### src/axi_pkg.sv
package axi_pkg;

    // ~~~~~~~~~~~~~~~~~~~~~~~~~~~~~~~~~~~~~~~~~~~~~~~~~~~~~~~~~~~~~~~~~~~~
    // Widths with a meaning
    // ~~~~~~~~~~~~~~~~~~~~~~~~~~~~~~~~~~~~~~~~~~~~~~~~~~~~~~~~~~~~~~~~~~~~
    typedef logic [63:0] addr_t;
    typedef logic [63:0] data_t;
    typedef logic [31:0] inst_t;
    typedef logic [3:0]  axi_id_t;
    typedef logic [1:0]  resp_t;

    // Transaction ids of the two masters
    localparam axi_id_t ID_DATA = 4'd0;
    localparam axi_id_t ID_INST = 4'd1;

    localparam resp_t      RESP_OKAY  = 2'b00;
    localparam logic [2:0] SIZE_8B    = 3'b011;
    localparam logic [1:0] BURST_INCR = 2'b01;
    localparam logic [3:0] CACHE_MOD  = 4'b0010;

    // ~~~~~~~~~~~~~~~~~~~~~~~~~~~~~~~~~~~~~~~~~~~~~~~~~~~~~~~~~~~~~~~~~~~~
    // AXI4 channel payloads, valid and ready travel beside them
    // ~~~~~~~~~~~~~~~~~~~~~~~~~~~~~~~~~~~~~~~~~~~~~~~~~~~~~~~~~~~~~~~~~~~~
    typedef struct packed {
        axi_id_t    id;
        addr_t      addr;
        logic [7:0] len;
        logic [2:0] size;
        logic [1:0] burst;
        logic [3:0] cache;
        logic [2:0] prot;
        logic [3:0] qos;
    } axi_aw_t;

    typedef struct packed {
        data_t      data;
        logic [7:0] strb;
        logic       last;
    } axi_w_t;

    typedef struct packed {
        axi_id_t id;
        resp_t   resp;
    } axi_b_t;

    // Read address carries the same fields as write address
    typedef axi_aw_t axi_ar_t;

    typedef struct packed {
        axi_id_t id;
        data_t   data;
        resp_t   resp;
        logic    last;
    } axi_r_t;

    // One beat of 8 bytes, INCR, no burst
    function automatic axi_aw_t single_beat(axi_id_t id, addr_t addr);
        axi_aw_t req;
        req       = '0;
        req.id    = id;
        req.addr  = addr;
        req.size  = SIZE_8B;
        req.burst = BURST_INCR;
        req.cache = CACHE_MOD;
        return req;
    endfunction

endpackage

### src/fetch_port.sv
module fetch_port
    import axi_pkg::*;
(
    input  logic    clk,
    input  logic    reset,
    input  logic    fetch_req,
    input  addr_t   fetch_addr,
    output logic    fetch_busy,
    output logic    fetch_done,
    output inst_t   fetch_inst,
    output axi_ar_t ar,
    output logic    ar_valid,
    input  logic    ar_ready,
    input  axi_r_t  r,
    input  logic    r_valid,
    output logic    r_ready
);

    typedef enum logic [1:0] {IDLE, ADDR, WAIT} state_t;

    state_t state;
    addr_t  addr_q;
    logic   r_hit;

    // Only the instruction response closes a fetch
    assign r_hit = r_valid && (r.id == ID_INST);

    always_ff @(posedge clk) begin
        if (reset) begin
            state      <= IDLE;
            fetch_done <= 1'b0;
        end else begin
            fetch_done <= 1'b0;
            case (state)
                IDLE: if (fetch_req) state <= ADDR;
                ADDR: if (ar_ready) state <= WAIT;
                WAIT: begin
                    if (r_hit) begin
                        state      <= IDLE;
                        fetch_done <= 1'b1;
                    end
                end
                default: state <= IDLE;
            endcase
        end
    end

    always_ff @(posedge clk) begin
        if (state == IDLE && fetch_req) addr_q <= fetch_addr;
        if (state == WAIT && r_hit) fetch_inst <= r.data[31:0];
    end

    assign fetch_busy = (state != IDLE);
    assign ar         = single_beat(ID_INST, addr_q);
    assign ar_valid   = (state == ADDR);
    assign r_ready    = 1'b1;

endmodule

### config.mk
export PLATFORM = sky130hd
export DESIGN_NAME = fetch_port
export DESIGN_NICKNAME = d
export VERILOG_FILES = /design/src/axi_pkg.sv /design/src/fetch_port.sv
export SDC_FILE = /design/constraint.sdc
export NUM_CORES = 1
export LEC_CHECK = 0
export BUFFER_PORTS_ARGS = -buffer_cell sky130_fd_sc_hd__buf_2
export CAP_MARGIN = 20
export CORE_MARGIN = 8
export CORE_UTILIZATION = 38
export CTS_CLUSTER_SIZE = 28
export DETAILED_ROUTE_END_ITERATION = 10
export PLACE_DENSITY = 0.91
export REMOVE_ABC_BUFFERS = 1
export SKIP_LAST_GASP = 1
export SYNTH_ARGS = -nofsm -noshare
export SYNTH_HDL_FRONTEND = slang
export SYNTH_SLANG_ARGS = --single-unit
### constraint.sdc
create_clock -name clk -period 4.6 [get_ports clk]
set_input_delay 0.46 -clock clk [delete_from_list [all_inputs] [get_ports clk]]
set_output_delay 0.46 -clock clk [all_outputs]
set_load 0.05 [all_outputs]
==> flow_summary.json <==
{
  "finClkSkew_ps": 11.6,
  "regToRegStartpoint": "state[1]",
  "total_power_mw": 1.90,
  "status": "finished clean",
  "required_ps": 4570,
  "synth_top_area_frac": 0.885,
  "initial_core_util": 0.394,
  "cts_buffers": 9,
  "max_freq_mhz": 561,
  "hold_ws_ps": 279,
  "seq_area_frac_synth": 0.904,
  "nets": 498,
  "die-height_um": 109,
  "synth.largest_area_cell": "edfxtp_1",
  "synth.avg_cell_area_um2": 22.6,
  "cts-hold-fix-buffers": 0,
  "setup_ws_ps": 2820,
  "reg2reg_slack_ps": 2820,
  "cts_max_level": 3,
  "reg2regPathDepth": 3,
  "path_clk_slew_ps": 100,
  "cts_tree": "done",
  "n_antenna_cell": 0,
  "hpwl_um": 7230,
  "rsz0062_at_grt": "false",
  "antenna_found_initial": 1,
  "cts_sinks": 99,
  "maxCapViolCount": 0,
  "p_per_area_nw_per_um2": 422,
  "grt_pass1_vias": 2306,
  "track_usage": 0.141,
  "cp_slowest_cell": "buf_4",
  "first_iter_violations": 93,
  "portBuffers": 203,
  "start_kind": "flop",
  "wl_per_cell_um": 18.7,
  "crit_end": "addr_q[56]",
  "tns_ps": 0,
  "place_ws_ps": 2820,
  "hold_viol_final": 0,
  "maxSlewHeadroom": 0.479,
  "drc": 0,
  "cts_max_path_buffers": 2,
  "post-route-util": 0.546,
  "crit_type": "reg2reg",
  "crit_chain": "or2_2 -> nor2_4 -> buf_4",
  "hold_depth": 1,
  "synth.cell_area_um2": 3260,
  "leakagePower_nw": 1.96,
  "yosysWarnings": 0,
  "period_needed_ps": 1780,
  "ir_drop_mv": 0.203,
  "synth_area_leaders": "edfxtp_1 (89%), buf_4 (6.7%), dfxtp_1 (1.8%)",
  "max_slew.worst_pin.slew_ps": 781,
  "setup_viol": 0,
  "rows": 33,
  "cts_resized": 0,
  "num_vias": 2014,
  "end_kind": "flop",
  "crit_arrival_ps": 1750,
  "crit_cells": 3,
  "cpPeakStageDelay_ps": 610,
  "report.final.slew_viol_count": 0,
  "drive_gt1_frac": 0.617,
  "ys_ff_latch": 99,
  "gp_congestion": 0.755,
  "synth_cell_types": 15,
  "grt_pass1_wl_um": 12500,
  "die_w_um": 109,
  "antenna_left": 0,
  "post_cts.repair.setup_buffers": 0,
  "netlist_instances": 144,
  "cp-startpoint": "state[1]",
  "crit_family": "buffers and inverters",
  "routed_via_density": 4.30,
  "fillers": 702,
  "drt_first_pass_iters": 4,
  "syn2layout_area_growth_pct": 38.5,
  "regToRegEndpoint": "addr_q[56]",
  "clkLatencyLatePin_ps": 340,
  "grt_overflow": 0,
  "worstPathMaxFanout": 64,
  "grt_max_degree": 65,
  "fp.coreArea_um2": 8260,
  "min_period_over_period": 0.387,
  "holdCritPathClass": "in2reg",
  "clockRootBuffer": "clkbuf_8",
  "die_area_um2": 11800,
  "ios": 268,
  "path_buf_inv": 1,
  "routed_wl_um": 8740
}
cells in the final DEF (no fill, tap or decap):
| master | netlist | routed |
|---|---|---|
| nor2_1 | 3 | 1 |
| clkbuf_8 | 0 | 9 |
| inv_6 | 0 | 2 |
| nor2b_1 | 1 | 1 |
| nor3_1 | 1 | 1 |
| conb_1 | 2 | 29 |
| a32o_1 | 1 | 1 |
| clkinvlp_4 | 0 | 3 |
| nand2_1 | 1 | 1 |
| nor3b_1 | 1 | 1 |
| nor4b_2 | 1 | 1 |
| edfxtp_1 | 96 | 96 |
| inv_1 | 2 | 2 |
| mux2i_1 | 1 | 1 |
| nand2b_1 | 1 | 1 |
| buf_2 | 0 | 203 |
| bufinv_16 | 0 | 1 |
| buf_4 | 29 | 2 |
| dfxtp_1 | 3 | 3 |
| or2_2 | 1 | 1 |
| nor2_4 | 0 | 1 |
| clkinv_1 | 0 | 1 |
| nor2_2 | 0 | 1 |
layout make-up:
class                      count  area (µm²)  area share
sequential                    99        2940       0.652
multi-input combinational     41         200      0.0444
inverter                       2        7.51     0.00166
clock inverter                 7        73.8      0.0164
tap                          105         131      0.0291
timing repair buffer         205        1030       0.229
clock buffer                   9         124      0.0275
stage by stage:
step                      instances  instance area [µm²]
after global routing            468                 4510
final                           468                 4510
after detailed placement        452                 4310
after CTS                       468                 4510
after global placement          452                 4310
after floorplan                 142                 3140
kinds of logic (layout without fill, tap and decap cells):
family / after synthesis / after routing / synth area share
DFF: 99 / 99 / 0.904
muxes: 1 / 1 / 0.00307
AOI/OAI and AO/OA: 1 / 1 / 0.00307
buffers and inverters: 31 / 223 / 0.0692
other: 2 / 29 / 0.00231
and+or+nand+nor: 10 / 10 / 0.0188
Yosys cell counts:
cell type / number
conb_1: 2
a32o_1: 1
nor4b_2: 1
mux2i_1: 1
dfxtp_1: 3
nor2b_1: 1
edfxtp_1: 96
nand2_1: 1
nor3_1: 1
buf_4: 29
nor2_1: 3
nor3b_1: 1
inv_1: 2
or2_2: 1
nand2b_1: 1
how the worst min path moves through the flow:
stage                         startpoint    endpoint  slack, ps
after CTS                 fetch_addr[33]  addr_q[33]        260
final                     fetch_addr[33]  addr_q[33]        280
after detailed placement        state[1]    state[0]        470
after global placement          state[1]    state[0]        440
after global routing      fetch_addr[60]  addr_q[60]        240
after floorplan                 state[1]    state[0]        430
per-layer routing:
| layer | global-route usage | up-vias | share of wire |
|---|---|---|---|
| li1 | - | 909 | - |
| met1 | 0.132 | 936 | 0.34 |
| met2 | 0.239 | 161 | 0.48 |
| met3 | 0.101 | 6 | 0.18 |
| met4 | 0.0440 | 2 | 0.0052 |
| met5 | 0 | - | 0.0015 |
flip-flops by register name (all words and copies together), names as in the netlist:
name and flops:
fetch_done 1, fetch_inst 32, state 2, addr_q 64
power breakdown:
part | leakage (nW) | switching (mW) | total [mW] | internal [mW]
clock network | 0.0899 | 0.290 | 0.543 | 0.253
registers | 0.923 | 0.0109 | 1.05 | 1.04
logic | 0.942 | 0.249 | 0.310 | 0.0614
No activity file was read; power rests on OpenSTA's default activity.
