<file path="config.mk">
export PLATFORM = sky130hd
export DESIGN_NAME = axi_arbiter
export DESIGN_NICKNAME = d
export VERILOG_FILES = /design/src/axi_pkg.sv /design/src/axi_arbiter.sv
export SDC_FILE = /design/constraint.sdc
export NUM_CORES = 1
export LEC_CHECK = 0
export BUFFER_PORTS_ARGS = -buffer_cell sky130_fd_sc_hd__buf_4
export CORE_AREA = 10 10 325 327
export DETAILED_ROUTE_END_ITERATION = 8
export DIE_AREA = 0 0 335 337
export PLACE_DENSITY = 0.3
export SLEW_MARGIN = 20
export SYNTH_ARGS = -nofsm -noshare
export SYNTH_HDL_FRONTEND = slang
export SYNTH_SLANG_ARGS = --single-unit
</file>
<file path="constraint.sdc">
create_clock -name clk -period 7.1 [get_ports clk]
set_input_delay 2.13 -clock clk [delete_from_list [all_inputs] [get_ports clk]]
set_output_delay 2.13 -clock clk [all_outputs]
set_load 0.01 [all_outputs]
</file>
<file path="src/axi_pkg.sv">
package axi_pkg;

    // ~~~~~~~~~~~~~~~~~~~~~~~~~~~~~~~~~~~~~~~~~~~~~~~~~~~~~~~~~~~~~~~~~~~~
    // Widths with a meaning
    // ~~~~~~~~~~~~~~~~~~~~~~~~~~~~~~~~~~~~~~~~~~~~~~~~~~~~~~~~~~~~~~~~~~~~
    typedef logic [63:0] addr_t;
    typedef logic [63:0] data_t;
    typedef logic [31:0] inst_t;
    typedef logic [3:0]  axi_id_t;
    typedef logic [1:0]  resp_t;

    // Transaction ids of the two masters
    localparam axi_id_t ID_DATA = 4'd0;
    localparam axi_id_t ID_INST = 4'd1;

    localparam resp_t      RESP_OKAY  = 2'b00;
    localparam logic [2:0] SIZE_8B    = 3'b011;
    localparam logic [1:0] BURST_INCR = 2'b01;
    localparam logic [3:0] CACHE_MOD  = 4'b0010;

    // ~~~~~~~~~~~~~~~~~~~~~~~~~~~~~~~~~~~~~~~~~~~~~~~~~~~~~~~~~~~~~~~~~~~~
    // AXI4 channel payloads, valid and ready travel beside them
    // ~~~~~~~~~~~~~~~~~~~~~~~~~~~~~~~~~~~~~~~~~~~~~~~~~~~~~~~~~~~~~~~~~~~~
    typedef struct packed {
        axi_id_t    id;
        addr_t      addr;
        logic [7:0] len;
        logic [2:0] size;
        logic [1:0] burst;
        logic [3:0] cache;
        logic [2:0] prot;
        logic [3:0] qos;
    } axi_aw_t;

    typedef struct packed {
        data_t      data;
        logic [7:0] strb;
        logic       last;
    } axi_w_t;

    typedef struct packed {
        axi_id_t id;
        resp_t   resp;
    } axi_b_t;

    // Read address carries the same fields as write address
    typedef axi_aw_t axi_ar_t;

    typedef struct packed {
        axi_id_t id;
        data_t   data;
        resp_t   resp;
        logic    last;
    } axi_r_t;

    // One beat of 8 bytes, INCR, no burst
    function automatic axi_aw_t single_beat(axi_id_t id, addr_t addr);
        axi_aw_t req;
        req       = '0;
        req.id    = id;
        req.addr  = addr;
        req.size  = SIZE_8B;
        req.burst = BURST_INCR;
        req.cache = CACHE_MOD;
        return req;
    endfunction

endpackage

</file>
<file path="src/axi_arbiter.sv">
module axi_arbiter
    import axi_pkg::*;
(
    input  logic    clk,
    input  logic    reset,
    // Fetch master, read only
    input  axi_ar_t f_ar,
    input  logic    f_ar_valid,
    output logic    f_ar_ready,
    output axi_r_t  f_r,
    output logic    f_r_valid,
    input  logic    f_r_ready,
    // Load/store master
    input  axi_aw_t l_aw,
    input  logic    l_aw_valid,
    output logic    l_aw_ready,
    input  axi_w_t  l_w,
    input  logic    l_w_valid,
    output logic    l_w_ready,
    output axi_b_t  l_b,
    output logic    l_b_valid,
    input  logic    l_b_ready,
    input  axi_ar_t l_ar,
    input  logic    l_ar_valid,
    output logic    l_ar_ready,
    output axi_r_t  l_r,
    output logic    l_r_valid,
    input  logic    l_r_ready,
    // Shared bus towards the slave
    output axi_aw_t s_aw,
    output logic    s_aw_valid,
    input  logic    s_aw_ready,
    output axi_w_t  s_w,
    output logic    s_w_valid,
    input  logic    s_w_ready,
    input  axi_b_t  s_b,
    input  logic    s_b_valid,
    output logic    s_b_ready,
    output axi_ar_t s_ar,
    output logic    s_ar_valid,
    input  logic    s_ar_ready,
    input  axi_r_t  s_r,
    input  logic    s_r_valid,
    output logic    s_r_ready
);

    logic open_q;
    logic owner_lsu_q;
    logic last_lsu_q;
    logic fetch_req;
    logic lsu_req;
    logic pick_lsu;
    logic owner_lsu;
    logic close;

    assign fetch_req = f_ar_valid;
    assign lsu_req   = l_ar_valid || l_aw_valid || l_w_valid;

    // On a tie the master that was not served last wins
    assign pick_lsu  = lsu_req && (!fetch_req || !last_lsu_q);
    assign owner_lsu = open_q ? owner_lsu_q : pick_lsu;
    assign close     = (s_b_valid && s_b_ready) || (s_r_valid && s_r_ready);

    always_ff @(posedge clk) begin
        if (reset) begin
            open_q      <= 1'b0;
            owner_lsu_q <= 1'b0;
            last_lsu_q  <= 1'b0;
        end else if (!open_q && (fetch_req || lsu_req)) begin
            open_q      <= 1'b1;
            owner_lsu_q <= pick_lsu;
            last_lsu_q  <= pick_lsu;
        end else if (close) begin
            open_q <= 1'b0;
        end
    end

    // ~~~~~~~~~~~~~~~~~~~~~~~~~~~~~~~~~~~~~~~~~~~~~~~~~~~~~~~~~~~~~~~~~~~~
    // Request channels, the fetch master has no write side
    // ~~~~~~~~~~~~~~~~~~~~~~~~~~~~~~~~~~~~~~~~~~~~~~~~~~~~~~~~~~~~~~~~~~~~
    assign s_aw       = l_aw;
    assign s_aw_valid = owner_lsu && l_aw_valid;
    assign s_w        = l_w;
    assign s_w_valid  = owner_lsu && l_w_valid;
    assign s_ar       = owner_lsu ? l_ar : f_ar;
    assign s_ar_valid = owner_lsu ? l_ar_valid : f_ar_valid;

    assign l_aw_ready = owner_lsu && s_aw_ready;
    assign l_w_ready  = owner_lsu && s_w_ready;
    assign l_ar_ready = owner_lsu && s_ar_ready;
    assign f_ar_ready = !owner_lsu && s_ar_ready;

    // ~~~~~~~~~~~~~~~~~~~~~~~~~~~~~~~~~~~~~~~~~~~~~~~~~~~~~~~~~~~~~~~~~~~~
    // Responses go back to the owner only
    // ~~~~~~~~~~~~~~~~~~~~~~~~~~~~~~~~~~~~~~~~~~~~~~~~~~~~~~~~~~~~~~~~~~~~
    assign l_b       = s_b;
    assign l_b_valid = owner_lsu && s_b_valid;
    assign s_b_ready = owner_lsu && l_b_ready;

    assign f_r       = s_r;
    assign l_r       = s_r;
    assign f_r_valid = !owner_lsu && s_r_valid;
    assign l_r_valid = owner_lsu && s_r_valid;
    assign s_r_ready = owner_lsu ? l_r_ready : f_r_ready;

endmodule

</file>
==> flow_metrics.py, run 1 <==
metrics = {
    "grt": {
        "grt_pass1_vias": 3384,
        "grt_first_pass_wirelength_um": 31840,
        "grt.total_usage_pct": 4.216,
        "grt_max_degree": 47,
        "overflow": 0,
        "antenna_found_initial": 3,
    },
    "floorplan": {
        "dieArea_mm2": 0.1129,
        "dieHeight_um": 337,
        "std_cell_rows": 116,
        "coreArea_mm2": 0.09928,
        "die_w_um": 335,
        "ios": 857,
        "initial_core_util_pct": 4.043,
    },
    "sta": {
        "setup_violations": 0,
        "slew_headroom_pct": 48.38,
        "worst_pin_slew_ns": 0.7744,
        "period_needed_ns": 6.162,
        "finClkSkew_ns": 0.0008559,
        "rsz0062_at_grt": "no",
        "tns_ns": 0,
        "hold_viol": 0,
        "fmax_mhz": 162.3,
        "drv_slew": 0,
        "post-route-period-util_pct": 86.78,
    },
    "clocking": {
        "post_cts_buffers": 0,
        "cts_tree": "done",
        "cts_sinks": 2,
        "clock_latency_ns": 0.22,
        "htree_levels": 1,
        "cts_hold_buf": 0,
        "cts_resized": 0,
        "numCtsBuffers": 3,
        "root_buffer": "clkbuf_16",
        "clk_pin_slew_ns": 0.03,
        "clk_path_buf_depth": 2,
    },
    "detailed_routing": {
        "vias": 2893,
        "detail-route-antenna-nets": 0,
        "drt_pass1_iterations": 4,
        "routed_wirelength_um": 25960,
        "viasPerCell": 1.672,
        "drc": 0,
        "post_drt_wl_per_cell_um": 15.01,
        "drt_iter0_markers": 55,
    },
    "power_and_ir_drop": {
        "ir_drop_mv": 0.05176,
        "pwr-share-comb_pct": 82.4,
        "intPower_w": 0.0003557,
        "power.density_mw_per_mm2": 104.8,
        "p_clk_share_pct": 14.7,
        "p_sw_w": 0.0002216,
        "p_leak_nw": 2.244,
        "p_seq_share_pct": 2.9,
        "power_switching_share_pct": 38.38,
    },
    "layout": {
        "final_nets": 870,
        "multi_input_area_mm2": 0.001451,
        "final_common_cell": "buf_4",
        "fin_util_pct": 5.548,
        "area_delta_synth_final_pct": 37.22,
        "drive_gt1_share_pct": 94.16,
        "regArea_um2": 40.04,
        "final_cell_mix": "buf_4, mux2_4, mux2_2, and2_1, clkbuf_16",
        "fillers": 11710,
    },
    "critical_path": {
        "cp_max_fo": 46,
        "required_ns": 4.97,
        "criticalPathCategory": "input port to output pin",
        "arrival_ns": 4.03,
        "cp-start-kind": "input port",
        "crit_path_end_kind": "output pin",
    },
    "yosys": {
        "synth-seq-cells": 2,
        "yosys_warnings": 0,
        "synth_nets": 887,
        "synth_area_per_cell_um2": 8.980,
        "synth_top_area_cell": "buf_4",
        "yosysTopAreaCellShare_pct": 58.54,
        "yosysUniqueCellTypes": 23,
        "synth_area_mm2": 0.004014,
        "synth.area.top_cells": "buf_4, mux2_4, mux2_2",
        "ys_seq_area_share_pct": 0.9975,
        "synth_cells": 447,
    },
    "run": {
        "cap_violations": 0,
    },
    "placement": {
        "place_hpwl_um": 23690,
        "gp_congestion": 0.7652,
        "port_buffers": 301,
    },
    "status": {
        "status": "finished clean",
    },
    "worst_hold_path": {
        "holdCritPathClass": "register to register",
    },
}
[path summary, 6_finish.rpt]
path / endpoint / from / slack, ns / cells after the start
worst max-delay path: s_ar[9] / f_ar_valid / 0.94 / 6
worst min-delay path: open_q$_SDFFE_PP0P_ / open_q$_SDFFE_PP0P_ / 0.68 / 2
worst max register to register: open_q$_SDFFE_PP0P_ / last_lsu_q$_SDFFE_PP0P_ / 5.45 / 3
worst min register to register: open_q$_SDFFE_PP0P_ / open_q$_SDFFE_PP0P_ / 0.68 / 2
[worst max-delay path, stage by stage]
cell and delay [ns]:
buf_4 0.12, nand3b_1 0.15, and3_4 0.74, buf_12 0.32
mux2_2 0.39, buf_4 0.15
[Yosys cell counts]
cell type  count
a311oi_1       1
a31o_2         1
and2_1         9
and3_1         2
and3b_1        1
buf_12         7
buf_2          3
buf_4        313
buf_6          1
clkbuf_1       1
dfxtp_1        2
inv_1          2
mux2_2        34
mux2_4        60
nand2b_1       1
nand3b_1       1
nand4b_1       1
nor2_1         2
nor3_1         1
nor4_1         1
o21a_1         1
o21bai_1       1
or4_4          1
[layout make-up]
cell class,count,share of cell area [%]
Inverter,2,0.1363
Timing Repair Buffer,303,41.75
Multi-Input combinational cell,118,26.35
Antenna cell,4,0.1817
Tap cell,1298,29.49
Sequential cell,2,0.7269
Clock buffer,3,1.363
[metrics by stage]
| step | power, W | hold slack (ns) | area (um^2) | worst slack (ns) | std cells |
|---|---|---|---|---|---|
| floorplan | 0.0004264 | 0.5865 | 4014 | 1.463 | 447 |
| global placement | 0.0005106 | 0.6599 | 5423 | 0.9771 | 1723 |
| detailed placement | 0.0005096 | 0.6703 | 5423 | 0.9020 | 1723 |
| CTS | 0.0005982 | 0.6766 | 5498 | 0.9021 | 1726 |
| global route | 0.0006172 | 0.7120 | 5498 | 0.8270 | 1726 |
| finish | 0.0005773 | 0.6817 | 5508 | 0.9383 | 1730 |
[power by group through the flow]
stage          Combinational [W]  Clock (W)  Sequential [W]
2_1_floorplan           0.000413          0       0.0000137
3_3_place_gp            0.000494          0       0.0000161
3_5_place_dp            0.000493          0       0.0000162
4_1_cts                 0.000496  0.0000864       0.0000161
5_1_grt                 0.000513  0.0000878       0.0000163
6_report                0.000476  0.0000849       0.0000165
[layer usage]
| layer | part of all wire (%) | track usage (%) | wire length [um] |
|---|---|---|---|
| met5 | 0 | 0 | 0 |
| met4 | 3.9 | 1.731 | 1000 |
| met3 | 20 | 4.024 | 5260 |
| met2 | 40 | 6.012 | 10410 |
| met1 | 36 | 4.154 | 9289 |
[kinds of logic (layout without fill, tap and decap cells)]
kind of cell	after synthesis	in the layout	synth area share, %
compound gates	4	4	0.8107
buf+inv	327	308	62.97
flops	2	2	0.9975
mux	94	94	31.98
other cells	0	4	0
simple gates	20	20	3.242
[registers in the layout, summed over array words and instances (netlist names)]
name / count
last_lsu_q: 1
open_q: 1
No activity file was read; power rests on OpenSTA's default activity.
==> inputs of run 2 (changes only) <==
--- a/config.mk
+++ b/config.mk
@@ -6,9 +6,10 @@
 export NUM_CORES = 1
 export LEC_CHECK = 0
 export BUFFER_PORTS_ARGS = -buffer_cell sky130_fd_sc_hd__buf_4
-export CORE_AREA = 10 10 325 327
+export CORE_AREA = 10 10 328 330
 export DETAILED_ROUTE_END_ITERATION = 8
-export DIE_AREA = 0 0 335 337
+export DIE_AREA = 0 0 338 340
+export GPL_TIMING_DRIVEN = 0
 export PLACE_DENSITY = 0.3
 export SLEW_MARGIN = 20
 export SYNTH_ARGS = -nofsm -noshare
==> constraint.sdc (replaced) <==
create_clock -name clk -period 6.3 [get_ports clk]
set_input_delay 1.89 -clock clk [delete_from_list [all_inputs] [get_ports clk]]
set_output_delay 1.89 -clock clk [all_outputs]
set_load 0.01 [all_outputs]
==> run 2 against run 1 <==
Effect of this change: die area grew 1.8%; clock skew grew 0.0025 ns; cell count grew 41%; highest routed layer is now met5; global-route usage grew 0.27 points; non-clock buffer count grew 636; sequential share of layout area shrank 0.34 points; largest power group unchanged; combinational power grew 91%; sequential power shrank 5%; critical endpoint is now s_ar[78]; largest cell class unchanged.
==> flow_metrics.py, run 2 (synthesis gave the netlist of run 1 again) <==
metrics = {
    "status": {
        "status": "finished clean",
    },
    "critical_path": {
        "crit_slowest_cell": "or4_4",
        "cp_max_fo": 10,
        "required_ns": 4.41,
        "cp_slowest_stage_delay_ns": 0.52,
        "crit_chain": "buf_4 -> or4_4 -> and3_1 -> buf_6 -> buf_12 -> buf_12 -> mux2_4 -> buf_4",
        "crit_family": "buffers and inverters",
        "criticalPathCategory": "input port to output pin",
        "cp-start-kind": "input port",
        "arrival_ns": 3.67,
        "crit_path_end_kind": "output pin",
        "path_buf_inv": 5,
    },
    "grt": {
        "grt_pass1_vias": 5618,
        "antenna_found_initial": 4,
        "grt_first_pass_wirelength_um": 39100,
        "grt_max_degree": 11,
        "grt.total_usage_pct": 4.482,
        "overflow": 0,
    },
    "layout": {
        "area_delta_synth_final_pct": 159.4,
        "final_cell_mix": "buf_4, mux2_4, mux2_2, and2_1, buf_12",
        "drive_gt1_share_pct": 97.46,
        "final_common_cell": "buf_4",
        "regArea_um2": 40.04,
        "top_regs": "last_lsu_q (1), open_q (1)",
        "multi_input_area_mm2": 0.001446,
        "fillers": 11720,
        "final_nets": 1506,
    },
    "clocking": {
        "cts_sinks": 2,
        "htree_levels": 1,
        "cts_resized": 0,
        "root_buffer": "clkbuf_16",
        "clk_path_buf_depth": 2,
        "post_cts_buffers": 0,
        "clock_latency_ns": 0.22,
        "cts_hold_buf": 0,
        "numCtsBuffers": 3,
        "clk_pin_slew_ns": 0.03,
        "cts_tree": "done",
    },
    "power_and_ir_drop": {
        "power.density_mw_per_mm2": 97.70,
        "p_leak_nw": 5.317,
        "ir_drop_mv": 0.09789,
    },
    "floorplan": {
        "coreArea_mm2": 0.1012,
        "ios": 857,
        "dieHeight_um": 340,
        "std_cell_rows": 117,
        "initial_core_util_pct": 3.968,
        "dieArea_mm2": 0.1149,
        "die_w_um": 338,
    },
    "run": {
        "cap_violations": 0,
    },
    "sta": {
        "tns_ns": 0,
        "period_needed_ns": 5.559,
        "fmax_mhz": 179.9,
        "post-route-period-util_pct": 88.24,
        "worst_pin_slew_ns": 0.3070,
        "final.setup.worst_slack_ns": 0.7409,
        "drv_slew": 0,
        "setup_violations": 0,
        "finClkSkew_ns": 0.003328,
        "slew_headroom_pct": 79.35,
        "hold_viol": 0,
        "rsz0062_at_grt": "no",
    },
    "placement": {
        "port_buffers": 614,
        "place_hpwl_um": 29170,
        "gp_congestion": 0.8271,
        "place_ws_ns": 0.6909,
    },
    "worst_hold_path": {
        "holdCritPathClass": "register to register",
    },
    "detailed_routing": {
        "vias": 4997,
        "post_drt_wl_per_cell_um": 12.51,
        "drt_pass1_iterations": 4,
        "drc": 0,
        "detail-route-antenna-nets": 0,
        "routed_wirelength_um": 30440,
        "drt_iter0_markers": 43,
        "viasPerCell": 2.054,
    },
}
## run 2: changes by cell type in the layout (fill, tap and decap cells not counted), moves of 3 or more
cell / previous run / this run
buf_4: 301 / 927
diode_2: 4 / 1
buf_12: 2 / 7
buf_2: 0 / 3
## run 2: per-layer routing
layer / track usage (%) / up-vias / wire [um]
met5: 0 / - / 13
met4: 0.2925 / 2 / 153
met3: 2.245 / 12 / 4355
met2: 9.274 / 415 / 16980
met1: 3.877 / 2201 / 8938
li1: - / 2367 / -
## run 2: layout make-up
type	instances	area share [%]
timing repair buffer	614	44.27
antenna	1	0.02403
buffer	325	24.20
clock buffer	3	0.7210
tap	1368	16.44
sequential	2	0.3845
multi-input combinational	118	13.89
inverter	2	0.07210
## run 2: stage by stage
stage | util (%) | std cells | instance area [um^2] | hold slack, ns | power [W]
2_1_floorplan | - | 447 | 4014 | 0.5865 | 0.0004806
4_1_cts | 10.29 | 2432 | 10410 | 0.6623 | 0.001046
5_1_grt | 10.29 | 2432 | 10410 | 0.7011 | 0.001085
3_3_place_gp | 10.22 | 2429 | 10330 | 0.6506 | 0.0009539
6_report | 10.29 | 2433 | 10410 | 0.6558 | 0.001017
3_5_place_dp | 10.22 | 2429 | 10330 | 0.6542 | 0.0009475
## run 2: path summary, 6_finish.rpt
path	endpoint	from	cells past startpoint	slack, ns
worst max-delay path	s_ar[78]	l_w_valid	8	0.74
worst min-delay path	last_lsu_q$_SDFFE_PP0P_	last_lsu_q$_SDFFE_PP0P_	2	0.66
worst max register to register	open_q$_SDFFE_PP0P_	open_q$_SDFFE_PP0P_	3	4.87
worst min register to register	last_lsu_q$_SDFFE_PP0P_	last_lsu_q$_SDFFE_PP0P_	2	0.66
## run 2: worst reg2reg max path, stage by stage (launching register included)
cell      delay [ns]
dfxtp_1         0.34
or4_4           0.56
a31o_2          0.23
a311oi_1        0.21
## run 2: power by group
part,internal [W],switching (W)
Sequential,0.0000142,0.00000152
Clock,0.0000807,0.0000141
Combinational,0.000570,0.000337
Total,0.000664,0.000353
