<file path="src/axi_pkg.sv">
package axi_pkg;

    // ~~~~~~~~~~~~~~~~~~~~~~~~~~~~~~~~~~~~~~~~~~~~~~~~~~~~~~~~~~~~~~~~~~~~
    // Widths with a meaning
    // ~~~~~~~~~~~~~~~~~~~~~~~~~~~~~~~~~~~~~~~~~~~~~~~~~~~~~~~~~~~~~~~~~~~~
    typedef logic [63:0] addr_t;
    typedef logic [63:0] data_t;
    typedef logic [31:0] inst_t;
    typedef logic [3:0]  axi_id_t;
    typedef logic [1:0]  resp_t;

    // Transaction ids of the two masters
    localparam axi_id_t ID_DATA = 4'd0;
    localparam axi_id_t ID_INST = 4'd1;

    localparam resp_t      RESP_OKAY  = 2'b00;
    localparam logic [2:0] SIZE_8B    = 3'b011;
    localparam logic [1:0] BURST_INCR = 2'b01;
    localparam logic [3:0] CACHE_MOD  = 4'b0010;

    // ~~~~~~~~~~~~~~~~~~~~~~~~~~~~~~~~~~~~~~~~~~~~~~~~~~~~~~~~~~~~~~~~~~~~
    // AXI4 channel payloads, valid and ready travel beside them
    // ~~~~~~~~~~~~~~~~~~~~~~~~~~~~~~~~~~~~~~~~~~~~~~~~~~~~~~~~~~~~~~~~~~~~
    typedef struct packed {
        axi_id_t    id;
        addr_t      addr;
        logic [7:0] len;
        logic [2:0] size;
        logic [1:0] burst;
        logic [3:0] cache;
        logic [2:0] prot;
        logic [3:0] qos;
    } axi_aw_t;

    typedef struct packed {
        data_t      data;
        logic [7:0] strb;
        logic       last;
    } axi_w_t;

    typedef struct packed {
        axi_id_t id;
        resp_t   resp;
    } axi_b_t;

    // Read address carries the same fields as write address
    typedef axi_aw_t axi_ar_t;

    typedef struct packed {
        axi_id_t id;
        data_t   data;
        resp_t   resp;
        logic    last;
    } axi_r_t;

    // One beat of 8 bytes, INCR, no burst
    function automatic axi_aw_t single_beat(axi_id_t id, addr_t addr);
        axi_aw_t req;
        req       = '0;
        req.id    = id;
        req.addr  = addr;
        req.size  = SIZE_8B;
        req.burst = BURST_INCR;
        req.cache = CACHE_MOD;
        return req;
    endfunction

endpackage

</file>
<file path="src/axi_mem_slave.sv">
module axi_mem_slave
    import axi_pkg::*;
(
    input  logic    clk,
    input  logic    reset,
    input  axi_aw_t aw,
    input  logic    aw_valid,
    output logic    aw_ready,
    input  axi_w_t  w,
    input  logic    w_valid,
    output logic    w_ready,
    output axi_b_t  b,
    output logic    b_valid,
    input  logic    b_ready,
    input  axi_ar_t ar,
    input  logic    ar_valid,
    output logic    ar_ready,
    output axi_r_t  r,
    output logic    r_valid,
    input  logic    r_ready,
    output logic    write_ena,
    output addr_t   write_addr,
    output data_t   write_data,
    output logic    read_data_ena,
    output logic    read_inst_ena,
    output addr_t   read_addr,
    input  data_t   data_out,
    input  inst_t   inst_out
);

    typedef enum logic [1:0] {W_IDLE, W_INFO, W_RESP} wr_state_t;
    typedef enum logic [1:0] {R_IDLE, R_ADDR, R_DATA} rd_state_t;

    wr_state_t wr_state;
    wr_state_t wr_state_nxt;
    rd_state_t rd_state;
    rd_state_t rd_state_nxt;

    axi_id_t wr_id_q;
    addr_t   wr_addr_q;
    data_t   wr_data_q;
    axi_id_t rd_id_q;
    addr_t   rd_addr_q;

    logic wr_take;
    logic b_hs;
    logic ar_hs;
    logic r_hs;

    // ~~~~~~~~~~~~~~~~~~~~~~~~~~~~~~~~~~~~~~~~~~~~~~~~~~~~~~~~~~~~~~~~~~~~
    // Write side
    // ~~~~~~~~~~~~~~~~~~~~~~~~~~~~~~~~~~~~~~~~~~~~~~~~~~~~~~~~~~~~~~~~~~~~

    // AW and W are only taken as a pair
    assign aw_ready = (wr_state != W_RESP) && aw_valid && w_valid;
    assign w_ready  = aw_ready;
    assign wr_take  = aw_valid && aw_ready;
    assign b_hs     = b_valid && b_ready;

    always_comb begin
        wr_state_nxt = wr_state;
        case (wr_state)
            W_IDLE: begin
                if (wr_take) wr_state_nxt = W_RESP;
                else if (aw_valid || w_valid) wr_state_nxt = W_INFO;
            end
            W_INFO: if (wr_take) wr_state_nxt = W_RESP;
            W_RESP: if (b_hs) wr_state_nxt = W_IDLE;
            default: wr_state_nxt = W_IDLE;
        endcase
    end

    always_ff @(posedge clk) begin
        if (reset) wr_state <= W_IDLE;
        else wr_state <= wr_state_nxt;
    end

    always_ff @(posedge clk) begin
        if (wr_take) begin
            wr_id_q   <= aw.id;
            wr_addr_q <= aw.addr;
            wr_data_q <= w.data;
        end
    end

    // The memory write repeats while B waits, which is harmless
    assign b_valid    = (wr_state == W_RESP);
    assign b          = '{id: wr_id_q, resp: RESP_OKAY};
    assign write_ena  = (wr_state == W_RESP);
    assign write_addr = write_ena ? wr_addr_q : '0;
    assign write_data = write_ena ? wr_data_q : '0;

    // ~~~~~~~~~~~~~~~~~~~~~~~~~~~~~~~~~~~~~~~~~~~~~~~~~~~~~~~~~~~~~~~~~~~~
    // Read side
    // ~~~~~~~~~~~~~~~~~~~~~~~~~~~~~~~~~~~~~~~~~~~~~~~~~~~~~~~~~~~~~~~~~~~~
    assign ar_ready = (rd_state != R_DATA);
    assign ar_hs    = ar_valid && ar_ready;
    assign r_hs     = r_valid && r_ready;

    always_comb begin
        rd_state_nxt = rd_state;
        case (rd_state)
            R_IDLE: begin
                if (ar_hs) rd_state_nxt = R_DATA;
                else if (ar_valid) rd_state_nxt = R_ADDR;
            end
            R_ADDR: if (ar_hs) rd_state_nxt = R_DATA;
            R_DATA: if (r_hs) rd_state_nxt = R_IDLE;
            default: rd_state_nxt = R_IDLE;
        endcase
    end

    always_ff @(posedge clk) begin
        if (reset) rd_state <= R_IDLE;
        else rd_state <= rd_state_nxt;
    end

    always_ff @(posedge clk) begin
        if (ar_hs) begin
            rd_id_q   <= ar.id;
            rd_addr_q <= ar.addr;
        end
    end

    assign read_data_ena = (rd_state == R_DATA) && (rd_id_q == ID_DATA);
    assign read_inst_ena = (rd_state == R_DATA) && (rd_id_q == ID_INST);
    assign read_addr     = (rd_state == R_DATA) ? rd_addr_q : '0;

    // Instruction reads come back zero-extended
    assign r_valid = (rd_state == R_DATA);
    assign r.id    = rd_id_q;
    assign r.data  = read_data_ena ? data_out : (read_inst_ena ? {32'b0, inst_out} : '0);
    assign r.resp  = RESP_OKAY;
    assign r.last  = (rd_state == R_DATA);

endmodule

</file>
<file path="config.mk">
export PLATFORM = sky130hd
export DESIGN_NAME = axi_mem_slave
export DESIGN_NICKNAME = d
export VERILOG_FILES = /design/src/axi_pkg.sv /design/src/axi_mem_slave.sv
export SDC_FILE = /design/constraint.sdc
export NUM_CORES = 1
export LEC_CHECK = 0
export ABC_AREA = 1
export BUFFER_PORTS_ARGS = -buffer_cell sky130_fd_sc_hd__buf_4
export CORE_AREA = 10 10 239 241
export CTS_BUF_LIST = sky130_fd_sc_hd__clkbuf_8
export DETAILED_ROUTE_END_ITERATION = 12
export DIE_AREA = 0 0 249 251
export PLACE_DENSITY_LB_ADDON = 0.2
export SYNTH_ARGS = -nofsm -noshare
export SYNTH_HDL_FRONTEND = slang
export SYNTH_SLANG_ARGS = --single-unit
export TNS_END_PERCENT = 50
</file>
<file path="constraint.sdc">
create_clock -name clk -period 6.45 [get_ports clk]
set_input_delay 0.645 -clock clk [delete_from_list [all_inputs] [get_ports clk]]
set_output_delay 0.645 -clock clk [all_outputs]
set_load 0.02 [all_outputs]
</file>
==> reports/qor.csv, run 1 <==
stage,metric,value,unit
sta,finalCritPeriodShare,59.24,%
grt,grt_use_total,12.53,%
sta,setup-tns-final,0,ps
placed_design,dpl.hpwl,32.74,mm
sta,fin_ws,2629,ps
logic_synthesis,yosysTopAreaCell,edfxtp_1,
drt,wl_per_cell,19.29,um
floorplan,core,52240,um2
logic_synthesis,ys_seq_area_share,70.88,%
cells_and_area,layout_commonest_cell,buf_4,
logic_synthesis,ys_seq_elements,204,
cells_and_area,drive_gt1_share,44.40,%
grt,grt_max_degree,120,
clocking,cts_setup_buffers,0,
logic_synthesis,synth_area_leaders,"edfxtp_1 70%, inv_1 10%, nor2_1 10%",
drt,drc,0,
placed_design,place.gp.congestion,0.8384,
floorplan,io_pins,637,
worst_setup_path,crit_slowest_cell,inv_2,
placed_design,dp_worst_setup_slack,2833,ps
worst_setup_path,cpPeakStageDelay,740,ps
worst_setup_path,worstPathArrival,3180,ps
clocking,cts_tree,done,
power_and_ir_drop,total_power,3.581,mW
worst_setup_path,cp_top_family,simple AND/OR/NAND/NOR gates,
sta,slew_headroom,24.51,%
floorplan,die_y,251,um
worst_setup_path,crit_required,5800,ps
worst_setup_path,crit_chain,"nor2_4, nand3_2, inv_2, nand2_1, nand2_1, buf_4",
sta,tightest_slew,1131,ps
job,cap_violations,0,
logic_synthesis,yosysTopAreaCellShare,69.95,%
sta,rsz0062_at_grt,false,
power_and_ir_drop,power.leakage,7.401,nW
clocking,cts_buffers,43,
clocking,cts-root-buf,clkbuf_8,
drt,drt_iter0_drc,283,
drt,routed_wl,41.18,mm
sta,hold_viol,0,
cells_and_area,area_delta_synth_final,68.62,%
grt,antenna_found_initial,5,
clocking,path_clk_slew,70,ps
worst_setup_path,crit_top_cell,nand2_1,
worst_setup_path,path_max_fanout,33,
logic_synthesis,netlist_area,8586,um2
sta,slew_violations,0,
worst_setup_path,crit_type,reg2out,
cells_and_area,layout_common_cells,"578 x buf_4, 244 x inv_1, 228 x nor2_1",
sta,period_needed,3821,ps
clocking,clockBufferDepth,3,
sta,setup_viol,0,
clocking,clock-sinks,204,
worst_setup_path,end_kind,primary output,
clocking,htree_levels,2,
floorplan,initial_core_util,16.44,%
logic_synthesis,syn_area_per_cell,10.41,um2
placed_design,io_buffers,575,
sta,skew,30.15,ps
status,status,finished clean,
grt,grt_overflow,0,
drt,drt-pass1-iter-count,4,
sta,fmax,261.7,MHz
drt,drt.antenna.violating_nets,0,
clocking,cts_hold_buffers,0,
power_and_ir_drop,peakVddDrop,129.4,uV
cells_and_area,design_area,14480,um2
clocking,clk_latency,600,ps
cells_and_area,nNetsFinal,1773,
grt,grt_pass1_vias,8214,
worst_setup_path,crit_buf_inv,2,
worst_setup_path,worst_setup_path_start_kind,register,
logic_synthesis,ys_warn_count,0,
grt,grt_pass1_wl,57.92,mm
floorplan,row_count,84,
floorplan,die-area,62500,um2
power_and_ir_drop,p_per_area,247.4,nW/um2
cells_and_area,fill_cells,5642,
logic_synthesis,synth_cells,825,
drt,vias,7665,
min_path,holdCritPathClass,in2reg,
clocking,cts_resized,0,
logic_synthesis,ys_types,21,
drt,avgViaCountPerCell,3.590,
floorplan,dieWidth,249,um
placed_design,placed_area,13620,um2
worst register-to-register path: cells and delay by family (launching register included):
| family | cells | cell delay, ps |
|---|---|---|
| buffers and inverters | 4 | 2130 |
| flip-flops | 1 | 300 |
| AND/OR/NAND/NOR | 2 | 560 |
per-stage QoR:
stage               hold WS [ps]  instances  utilization [%]
floorplan                  436.1        828                -
global placement           453.7       2056            26.08
detailed placement         461.5       2056            26.08
CTS                        126.9       2134            27.71
global route               145.8       2134            27.71
finish                     214.7       2135            27.72
cell type report:
cell class	count	area, um2	area share (%)
sequential	204	6086	42.04
timing repair buffer	579	4359	30.11
multi-input combinational	350	1435	9.913
inverter	235	882.1	6.093
tap	688	860.8	5.946
clock buffer	43	591.8	4.088
clock inverter	35	260.3	1.798
antenna	1	2.502	0.01728
logic make-up (layout without fill, tap and decap cells):
kind of cell           after synthesis  count (layout)  synth area share [%]
other                                1               5               0.04368
flip-flops                         204             204                 70.88
AND/OR/NAND/NOR                    343             343                 16.03
AO/OA/AOI/OAI                        3               3                0.2477
buffers and inverters              274             892                 12.80
metal layers:
layer,vias to the layer above,global-route usage [%],share of wire [%]
met5,-,0,0.17
met4,10,3.659,2.1
met3,64,7.448,13
met2,408,23.52,53
met1,3520,10.97,32
li1,3663,-,-
sequential cells by signal, indices dropped and copies added, names as in the netlist:
register	flops
wr_data_q	64
rd_id_q	4
rd_addr_q	64
wr_state	2
wr_id_q	4
rd_state	2
wr_addr_q	64
synthesized netlist by cell type, drive strengths merged:
cell    number
a211oi       2
buf         34
clkbuf       5
conb         1
dfxtp        4
edfxtp     200
inv        235
nand2       73
nand3       31
nand4        4
nor2       232
nor3         1
nor4         2
o22ai        1
final timing paths:
path,cells after the start,slack [ps],to,startpoint
max,6,2630,r[5],rd_id_q[1]
min,1,210,wr_addr_q[5],aw[29]
max reg2reg,6,3000,rd_addr_q[20],rd_state[0]
min reg2reg,2,460,rd_state[0],rd_state[0]
power by group:
part           leakage, nW  internal [mW]  switching [mW]
Sequential            1.92           1.55          0.0223
Clock                0.471          0.784           0.632
Combinational         5.01          0.253           0.339
No activity file was read; power rests on OpenSTA's default activity.
==> inputs of run 2 (changes only) <==
--- a/config.mk
+++ b/config.mk
@@ -7,10 +7,10 @@
 export LEC_CHECK = 0
 export ABC_AREA = 1
 export BUFFER_PORTS_ARGS = -buffer_cell sky130_fd_sc_hd__buf_4
-export CORE_AREA = 10 10 239 241
+export CORE_AREA = 10 10 240 242
 export CTS_BUF_LIST = sky130_fd_sc_hd__clkbuf_8
 export DETAILED_ROUTE_END_ITERATION = 12
-export DIE_AREA = 0 0 249 251
+export DIE_AREA = 0 0 250 252
 export PLACE_DENSITY_LB_ADDON = 0.2
 export SYNTH_ARGS = -nofsm -noshare
 export SYNTH_HDL_FRONTEND = slang
==> constraint.sdc (replaced) <==
create_clock -name clk -period 3.7 [get_ports clk]
set_input_delay 0.37 -clock clk [delete_from_list [all_inputs] [get_ports clk]]
set_output_delay 0.37 -clock clk [all_outputs]
set_load 0.02 [all_outputs]
==> run 2 against run 1 <==
  * Sequential cell count is the same
  * Largest power group unchanged
  * Global-route usage is 0.41 points higher
  * Utilization increased by 3.7 points
  * Total power up 71%
  * Die area increased by 0.80%
  * Via count grew 9.8%
  * Register-to-register slack got worse by 1400 ps
  * Final cell count rose by 9.6%
  * Critical path depth grew 1
  * Highest routed layer unchanged
==> reports/qor.csv, run 2 (synthesis results as in run 1) <==
stage,metric,value,unit,change
floorplan,core,52450,um2,was 52240 um2
cells_and_area,area_delta_synth_final,92.01,%,was 68.62%
min_path,holdCritPathClass,in2reg,,unchanged
floorplan,row_count,84,,unchanged
cells_and_area,layout_commonest_cell,buf_4,,unchanged
placed_design,dpl.hpwl,33.36,mm,was 32.74 mm
cells_and_area,nNetsFinal,1984,,was 1773
cells_and_area,final_cells,2341,,was 2135
grt,antenna_found_initial,5,,unchanged
power_and_ir_drop,peakVddDrop,308.9,uV,was 129.4 uV
sta,hold_viol,0,,unchanged
cells_and_area,top_regs,"rd_addr_q: 64 flops, wr_addr_q: 64 flops, wr_data_q: 64 flops",,unchanged
power_and_ir_drop,swShare,27.68,%,was 27.74%
drt,drt-pass1-iter-count,4,,unchanged
grt,grt_use_total,12.94,%,was 12.53%
sta,rsz0062_at_grt,false,,unchanged
grt,grt_overflow,0,,unchanged
floorplan,die-area,63000,um2,was 62500 um2
sta,period_needed,3010,ps,
power_and_ir_drop,total_power,6.140,mW,was 3.581 mW
clocking,clock-sinks,204,,unchanged
job,cap_violations,0,,unchanged
min_path,holdPathStages,4,,was 1
sta,hold_ws,154.3,ps,was 214.7 ps
clocking,path_clk_slew,60,ps,was 70 ps
cells_and_area,postLayoutCoreUtil,31.43,%,was 27.72%
power_and_ir_drop,combPwrFrac,20.1,%,was 16.5%
drt,avgViaCountPerCell,3.594,,was 3.590
cells_and_area,layout_common_cells,"587 x buf_4, 246 x inv_1, 228 x nor2_1",,"was 578 x buf_4, 244 x inv_1, 228 x nor2_1"
placed_design,place.gp.congestion,0.8893,,was 0.8384
placed_design,dp_cells,2066,,was 2056
clocking,cts_buffers,40,,was 43
drt,vias,8413,,was 7665
floorplan,die_y,252,um,was 251 um
sta,slew_headroom,42.43,%,was 24.51%
grt,grt_max_degree,129,,was 120
clocking,htree_levels,2,,unchanged
drt,routed_wl,42.80,mm,was 41.18 mm
power_and_ir_drop,internal_power,4.441,mW,was 2.588 mW
sta,fmax,332.3,MHz,
worst_setup_path,crit_type,reg2out,,unchanged
drt,drt_iter0_drc,288,,was 283
drt,wl_per_cell,18.28,um,was 19.29 um
cells_and_area,drive_gt1_share,39.15,%,was 44.40%
cells_and_area,fill_cells,5491,,was 5642
sta,tightest_slew,860.7,ps,was 1131 ps
power_and_ir_drop,p_sw,1.700,mW,was 0.9933 mW
grt,grt_pass1_wl,61.49,mm,was 57.92 mm
grt,grt_pass1_vias,9226,,was 8214
floorplan,io_pins,637,,unchanged
sta,setup-tns-final,0,ps,unchanged
clocking,cts_tree,done,,unchanged
clocking,cts_hold_buffers,204,,was 0
worst_setup_path,crit_required,3330,ps,was 5800 ps
worst_setup_path,rr_worst_depth,5,,was 6
worst_setup_path,worst_setup_path_start_kind,register,,unchanged
drt,drc,0,,unchanged
power_and_ir_drop,power_frac_seq,44.7,%,was 43.9%
clocking,cts_resized,0,,unchanged
placed_design,io_buffers,575,,unchanged
clocking,cts_setup_buffers,0,,unchanged
power_and_ir_drop,power.leakage,8.261,nW,was 7.401 nW
sta,setup_viol,0,,unchanged
worst_setup_path,end_kind,primary output,,unchanged
drt,drt.antenna.violating_nets,0,,unchanged
floorplan,dieWidth,250,um,was 249 um
clocking,clockBufferDepth,3,,unchanged
power_and_ir_drop,p_per_area,372.4,nW/um2,was 247.4 nW/um2
clocking,clk_latency,580,ps,was 600 ps
sta,finalCritPeriodShare,81.34,%,
clocking,cts-root-buf,clkbuf_8,,unchanged
floorplan,initial_core_util,16.37,%,was 16.44%
worst_setup_path,worstPathArrival,2640,ps,was 3180 ps
status,status,finished clean,,unchanged
worst_setup_path,path_max_fanout,22,,was 33
sta,skew,28.50,ps,was 30.15 ps
sta,slew_violations,0,,unchanged
power_and_ir_drop,power_frac_clock,35.2,%,was 39.5%
run 2: cell count changes in the layout (fill, tap and decap cells not counted), moves of 2 or more:
cell | before | now
inv_1 | 244 | 246
buf_4 | 578 | 587
clkbuf_8 | 43 | 40
dlygate4sd3_1 | 0 | 204
clkinv_1 | 14 | 8
bufinv_16 | 4 | 2
diode_2 | 1 | 3
run 2: layer usage:
| layer | wire [um] | global-route usage, % | part of all wire (%) |
|---|---|---|---|
| met3 | 4521 | 6.099 | 11 |
| met5 | 27 | 0 | 0.063 |
| met2 | 22390 | 24.02 | 52 |
| met1 | 14740 | 12.50 | 34 |
| met4 | 1122 | 3.924 | 2.6 |
run 2: stage by stage:
stage                     area (um2)  setup WS [ps]
after floorplan                 8605         -365.1
after global placement         13710           1272
after detailed placement       13710           1275
after CTS                      16480          586.0
after global routing           16480          434.9
final                          16490          690.3
run 2: path summary, 6_finish.rpt:
| kind | from | end | slack [ps] |
|---|---|---|---|
| max | rd_id_q[3] | r[19] | 690 |
| min | b_ready | wr_state[1] | 150 |
| max reg2reg | rd_state[0] | rd_addr_q[43] | 1650 |
| min reg2reg | wr_state[0] | wr_state[0] | 540 |
run 2: power by group through the flow:
| stage | Sequential [mW] | Clock, mW | Combinational [mW] |
|---|---|---|---|
| detailed placement | 2.79 | 0 | 1.07 |
| global placement | 2.79 | 0 | 1.07 |
| global route | 2.75 | 2.39 | 1.34 |
| CTS | 2.74 | 2.28 | 1.27 |
| floorplan | 2.79 | 0 | 0.446 |
| finish | 2.74 | 2.16 | 1.24 |
run 2: worst max-delay path, cell delays in order, from the launching register on:
cell and delay [ps]:
edfxtp_1 430, nor2_4 250, inv_2 80, nor3_4 660, buf_4 290, nand3_1 70, nand2_1 110, buf_4 150
run 2: layout make-up:
| cell class | count | area (um2) | share of cell area (%) |
|---|---|---|---|
| antenna | 3 | 7.507 | 0.04554 |
| timing repair buffer | 793 | 6489 | 39.36 |
| clock buffer | 40 | 550.5 | 3.339 |
| tap | 688 | 860.8 | 5.222 |
| clock inverter | 28 | 175.2 | 1.063 |
| inverter | 235 | 882.1 | 5.351 |
| multi-input combinational | 350 | 1435 | 8.705 |
| sequential | 204 | 6086 | 36.92 |
